==> config.mk <==
export PLATFORM = sky130hd
export DESIGN_NAME = mul_ctrl
export DESIGN_NICKNAME = d
export VERILOG_FILES = /design/src/mul_pkg.sv /design/src/mul_ctrl.sv
export VERILOG_INCLUDE_DIRS = /design/src
export SDC_FILE = /design/constraint.sdc
export NUM_CORES = 1
export LEC_CHECK = 0
export BUFFER_PORTS_ARGS = -buffer_cell sky130_fd_sc_hd__clkbuf_2
export CORE_AREA = 2 2 200 202
export CTS_CLUSTER_SIZE = 10
export DETAILED_ROUTE_END_ITERATION = 10
export DIE_AREA = 0 0 202 204
export PLACE_DENSITY = 0.5
export SYNTH_ARGS = -nofsm -noshare
export SYNTH_HDL_FRONTEND = slang
export SYNTH_SLANG_ARGS = --single-unit
==> constraint.sdc <==
create_clock -name clk -period 18.3 [get_ports clk]
set_input_delay 2.745 -clock clk [delete_from_list [all_inputs] [get_ports clk]]
set_output_delay 2.745 -clock clk [all_outputs]
set_load 0.02 [all_outputs]
==> src/mul_cfg.svh <==
// multiplier configuration
`ifndef MUL_CFG_SVH
`define MUL_CFG_SVH

// operand width
`define MUL_XLEN 64

// full product width, twice the operand width
`define MUL_PLEN 128

// radix-4 booth digits over the 66-bit extended multiplier
`define MUL_PP_NUM 33

// counter value at which the product leaves the tree
// the tree has three register banks, the counter starts one cycle
// after operand capture, so the result is ready when it reads 3
`define MUL_LAST_COUNT 3

`endif

==> src/mul_pkg.sv <==
// multiplier shared types
package mul_pkg;

  `include "mul_cfg.svh"

  // controller states
  typedef enum logic [0:0] {
    MUL_IDLE = 1'b0,
    MUL_WAIT = 1'b1
  } mul_state_e;

  // booth digit operations, top bit marks a negated row
  typedef enum logic [2:0] {
    BOOTH_ZERO = 3'b000,
    BOOTH_POS1 = 3'b001,
    BOOTH_POS2 = 3'b010,
    BOOTH_NEG1 = 3'b101,
    BOOTH_NEG2 = 3'b110
  } booth_op_e;

  // one full-width row per booth digit
  typedef logic [`MUL_PP_NUM-1:0][`MUL_PLEN-1:0] pp_array_t;

endpackage

==> src/mul_ctrl.sv <==
// multiplier sequencing and result register
`timescale 1ns/1ps

`include "mul_cfg.svh"

module mul_ctrl
  import mul_pkg::*;
(
  input  logic                 clk,
  input  logic                 rst,
  input  logic [`MUL_XLEN-1:0] rs1_data_i,
  input  logic [`MUL_XLEN-1:0] rs2_data_i,
  input  logic                 rs1_signed_i,
  input  logic                 rs2_signed_i,
  input  logic                 mul_valid_i,
  input  logic [`MUL_PLEN-1:0] product_i,
  output logic [`MUL_XLEN-1:0] op1_o,
  output logic [`MUL_XLEN-1:0] op2_o,
  output logic                 op1_signed_o,
  output logic                 op2_signed_o,
  output logic                 mul_done_o,
  output logic [`MUL_PLEN-1:0] mul_out_o
);

  localparam int CNT_W = $clog2(`MUL_LAST_COUNT + 1);

  mul_state_e           state_q;
  logic [CNT_W-1:0]     count_q;
  logic                 done_q;
  logic [`MUL_PLEN-1:0] result_q;
  logic                 start;

  // new request seen in idle
  assign start = (state_q == MUL_IDLE) && mul_valid_i;

  always_ff @(posedge clk) begin
    if (rst) begin
      state_q  <= MUL_IDLE;
      count_q  <= '0;
      done_q   <= 1'b0;
      result_q <= '0;
    end else begin
      unique case (state_q)
        MUL_IDLE: begin
          count_q <= '0;
          done_q  <= 1'b0;
          if (mul_valid_i) begin
            state_q <= MUL_WAIT;
          end
        end
        MUL_WAIT: begin
          if (!mul_valid_i) begin
            // request withdrawn, drop it without a pulse
            state_q <= MUL_IDLE;
          end else begin
            count_q <= count_q + 1'b1;
            if (count_q == CNT_W'(`MUL_LAST_COUNT)) begin
              result_q <= product_i;
              done_q   <= 1'b1;
              state_q  <= MUL_IDLE;
            end
          end
        end
      endcase
    end
  end

  // operands stay put while the tree works on them
  always_ff @(posedge clk) begin
    if (start) begin
      op1_o        <= rs1_data_i;
      op2_o        <= rs2_data_i;
      op1_signed_o <= rs1_signed_i;
      op2_signed_o <= rs2_signed_i;
    end
  end

  assign mul_done_o = done_q;
  assign mul_out_o  = result_q;

  // done is a single-cycle pulse
  a_done_one_cycle: assert property (
    @(posedge clk) disable iff (rst)
    mul_done_o |=> !mul_done_o
  );

  // a pulse only ever closes a wait
  a_done_from_wait: assert property (
    @(posedge clk) disable iff (rst)
    $rose(mul_done_o) |-> $past(state_q) == MUL_WAIT
  );

endmodule

==> flow_summary.toml <==
[drt]
route.detailed.vias_per_inst = 3.958
antenna_violating_nets_post_route = 0
detail_route.wirelength_um = 30210
detail_route.first_pass.iterations = 4
vias = 6986
detail_route.wl_per_cell_um = 17.12
drt_drc_violations_left = 0
first_iter_violations = 235

[worst_hold_path]
holdPathStages = 2
holdCritStartpoint = "mul_out_o[108]$_SDFFE_PP0P_"
holdPathEnd = "mul_out_o[108]$_SDFFE_PP0P_"
hold_wc_path_type = "reg -> reg"

[sta]
hold_viol_final = 0
slew_viol_final = 0
layout_worst_path_cycle_share_pct = 24.63
setup-tns-final_ns = 0
relSlewSlack_pct = 31.53
rsz0062_at_grt = "no"
max_clock_freq_mhz = 221.8
slew_of_the_pin_with_the_lowest_slew_margin_ns = 1.027
setup_violations = 0
min_period_ns = 4.508
final.setup_skew_ns = 0.01988

[floorplanning]
row_count = 73
floorplan.die.height_um = 204
initial_utilization_pct = 25.24
die_width_um = 202
io_pins = 520
fp.dieArea_um2 = 41210
placeableCoreArea_um2 = 39180

[logic_synthesis]
largest_family_of_logic_cells_by_synthesized_area = "simple AND/OR/NAND/NOR gates"
synth.area.mux_share_pct = 13.06
synth_warnings = 0
synth_top_cells_by_area = "edfxtp_1 39%, dfxtp_1 27%, nand2b_1 16%"
portion_of_the_post_synthesis_area_used_by_sequential_elements_pct = 66.20
syn_avg_cell_area_um2 = 14.11
synth_largest_area_cell = "edfxtp_1"
netlist.area_leader.share_pct = 39.48
synth_fa_ha_area_share_pct = 0.1265
syn_inst = 701
simple_gate_fraction_of_synth_area_pct = 16.47
post_synthesis_cell_area_um2 = 9888
synth_compound_gate_area_share_pct = 0.1265
synth-seq-cells = 262
synthXorXnorAreaFrac_pct = 0.08857
netlist-cell-type-count = 16
synthesized_netlist_net_count = 963

[global_routing]
wire_length_of_the_first_global_routing_pass_um = 43120
global_route.overflow_total = 0
grt_pass1_vias = 6907
gr-usage-all-layers_pct = 13.78
grt_start_max_net_pins = 134
antenna_found_initial = 4

[setup_path]
r2r_cells = 4
max_stage_delay_ns = 0.76
cp-start-kind = "input port"
crit_path_cell_chain = "clkbuf_2 > inv_1 > nor2_4 > buf_4 > buf_4"
cp_top_family = "buffers and inverters"
setup.worst_path.end_class = "flip-flop"
maximum_fanout_count_along_the_critical_path = 75
timing.critical_path.slowest_stage_cell = "buf_4"
worst_ep_required_time_ns = 18.48
reg2reg_to = "mul_out_o[65]$_SDFFE_PP0P_"
worstPathArrival_ns = 4.69
timing.reg2reg.setup_slack_ns = 15.75
critical_path_buf_inv_count = 4
cpMostUsedCell = "buf_4"
critical_path_start_end_classification = "in -> reg"
timing.rr.start = "count_q[0]$_SDFFE_PP0P_"

[clock_network]
clock_latency_ns = 0.57
cts_max_level = 1
path_clk_slew_ns = 0.05
postCtsHoldBufs = 0
ctsResizeCount = 0
clk_root_buffer_cell = "clkbuf_16"
cts_setup_buffers = 0
clkSinkCount = 262
clock_path_buffers = 3
cts_buffers = 31
tritoncts_clock_tree = "done"

[power_and_ir_drop]
swShare_pct = 22.39
sequentialPowerShare_pct = 49.1
p_int_uw = 1011
p_leak_uw = 0.005747
vdd_drop_max_uv = 54.92
power_switching_uw = 291.8
comb_power_share_pct = 7.2
p_per_area_nw_per_um2 = 94.82
design_power_total_uw = 1303
share_clk_of_total_power_pct = 43.7

[cells_and_area]
layout-drive-gt1-share_pct = 45.40
ff_latch_area_um2 = 6546
mostFrequentLayoutCell = "clkbuf_2"
filler_cell_count = 3951
area.growth.synth_to_final_pct = 38.97
area_occupied_by_multi_input_gates_um2 = 2967
finalNetCount = 1477
layout.cells.most_common_list = "518 x clkbuf_2, 257 x nand2b_1, 132 x dfxtp_1, 130 x edfxtp_1, 129 x mux2i_1"

[placed_design]
gp_congestion = 0.8210
io_buffer_count = 519
hpwl_um = 23040

[outcome]
outcome = "complete, no violations"

[flow_run]
max_cap_viol_count = 0
[worst max-delay path by stage]
| stage | start | endpoint | cells after the start |
|---|---|---|---|
| CTS | mul_valid_i | op1_o[61]$_DFFE_PP_ | 5 |
| global placement | mul_valid_i | op1_o[40]$_DFFE_PP_ | 5 |
| detailed placement | mul_valid_i | op1_o[34]$_DFFE_PP_ | 5 |
| finish | mul_valid_i | op2_o[35]$_DFFE_PP_ | 5 |
| global route | mul_valid_i | op1_o[61]$_DFFE_PP_ | 5 |
| floorplan | mul_valid_i | op1_o[0]$_DFFE_PP_ | 2 |
[cells in the mapped netlist]
master / number
edfxtp_1: 130
mux2i_1: 129
buf_12: 11
inv_1: 1
nor2_1: 4
nand2b_1: 257
a211oi_1: 1
dfxtp_1: 132
buf_8: 3
clkbuf_1: 26
buf_6: 1
ha_1: 1
xnor2_1: 1
and3_1: 1
buf_2: 2
a21oi_1: 1
[worst min-delay path, delay by kind of cell, from the launching register on]
kind | cells | cell delay (ns)
simple gates | 1 | 0.06
mux | 1 | 0.05
flops | 1 | 0.31
[layer usage]
metal | up-vias | track usage [%] | wire length [µm]
met4 | 4 | 4.333 | 717
met5 | - | 0 | 29
met3 | 45 | 4.911 | 2782
met1 | 3229 | 14.61 | 10770
li1 | 3400 | - | -
met2 | 308 | 25.44 | 15910
[through the flow]
step | setup slack [ns] | instances | cell area (µm²) | util [%] | hold WS, ns
after floorplan | 9.423 | 701 | 9888 | - | 0.4502
after global placement | 13.25 | 1707 | 12810 | 32.69 | 0.4572
after detailed placement | 13.23 | 1707 | 12810 | 32.69 | 0.4636
after CTS | 13.83 | 1763 | 13740 | 35.06 | 0.4754
after global routing | 13.65 | 1764 | 13740 | 35.06 | 0.4863
final | 13.79 | 1765 | 13740 | 35.07 | 0.4705
[logic make-up (layout without fill, tap and decap cells)]
| logic type | Yosys count | in the layout |
|---|---|---|
| AOI/OAI and AO/OA | 2 | 2 |
| xor gates and xnor gates | 1 | 1 |
| adders and majority gates | 1 | 1 |
| buffers and inverters | 44 | 581 |
| DFF | 262 | 262 |
| muxes | 129 | 129 |
| other | 0 | 2 |
| and+or+nand+nor | 262 | 262 |
[area by class of cell]
class	count	area share, %
repair buffers	524	19.19
clock buffers	55	6.674
diodes	2	0.03642
flip-flops and latches	262	47.64
inverters	1	0.02732
multi-input cells	395	21.59
clock inverters	1	0.06374
well taps	525	4.780
[sequential cells by signal, indices dropped and copies added, names as in the netlist]
| name | count |
|---|---|
| op1_signed_o | 1 |
| mul_done_o | 1 |
| op2_o | 64 |
| state_q | 1 |
| op1_o | 64 |
| mul_out_o | 128 |
| op2_signed_o | 1 |
| count_q | 2 |
[power by group through the flow]
stage,clock (µW),sequential (µW),combinational (µW)
global placement,0,652,94.0
detailed placement,0,652,94.9
global route,614,641,102
finish,570,640,93.6
CTS,590,640,95.1
floorplan,0,676,24.7
Note: power is estimated with default switching activity, not from simulation.
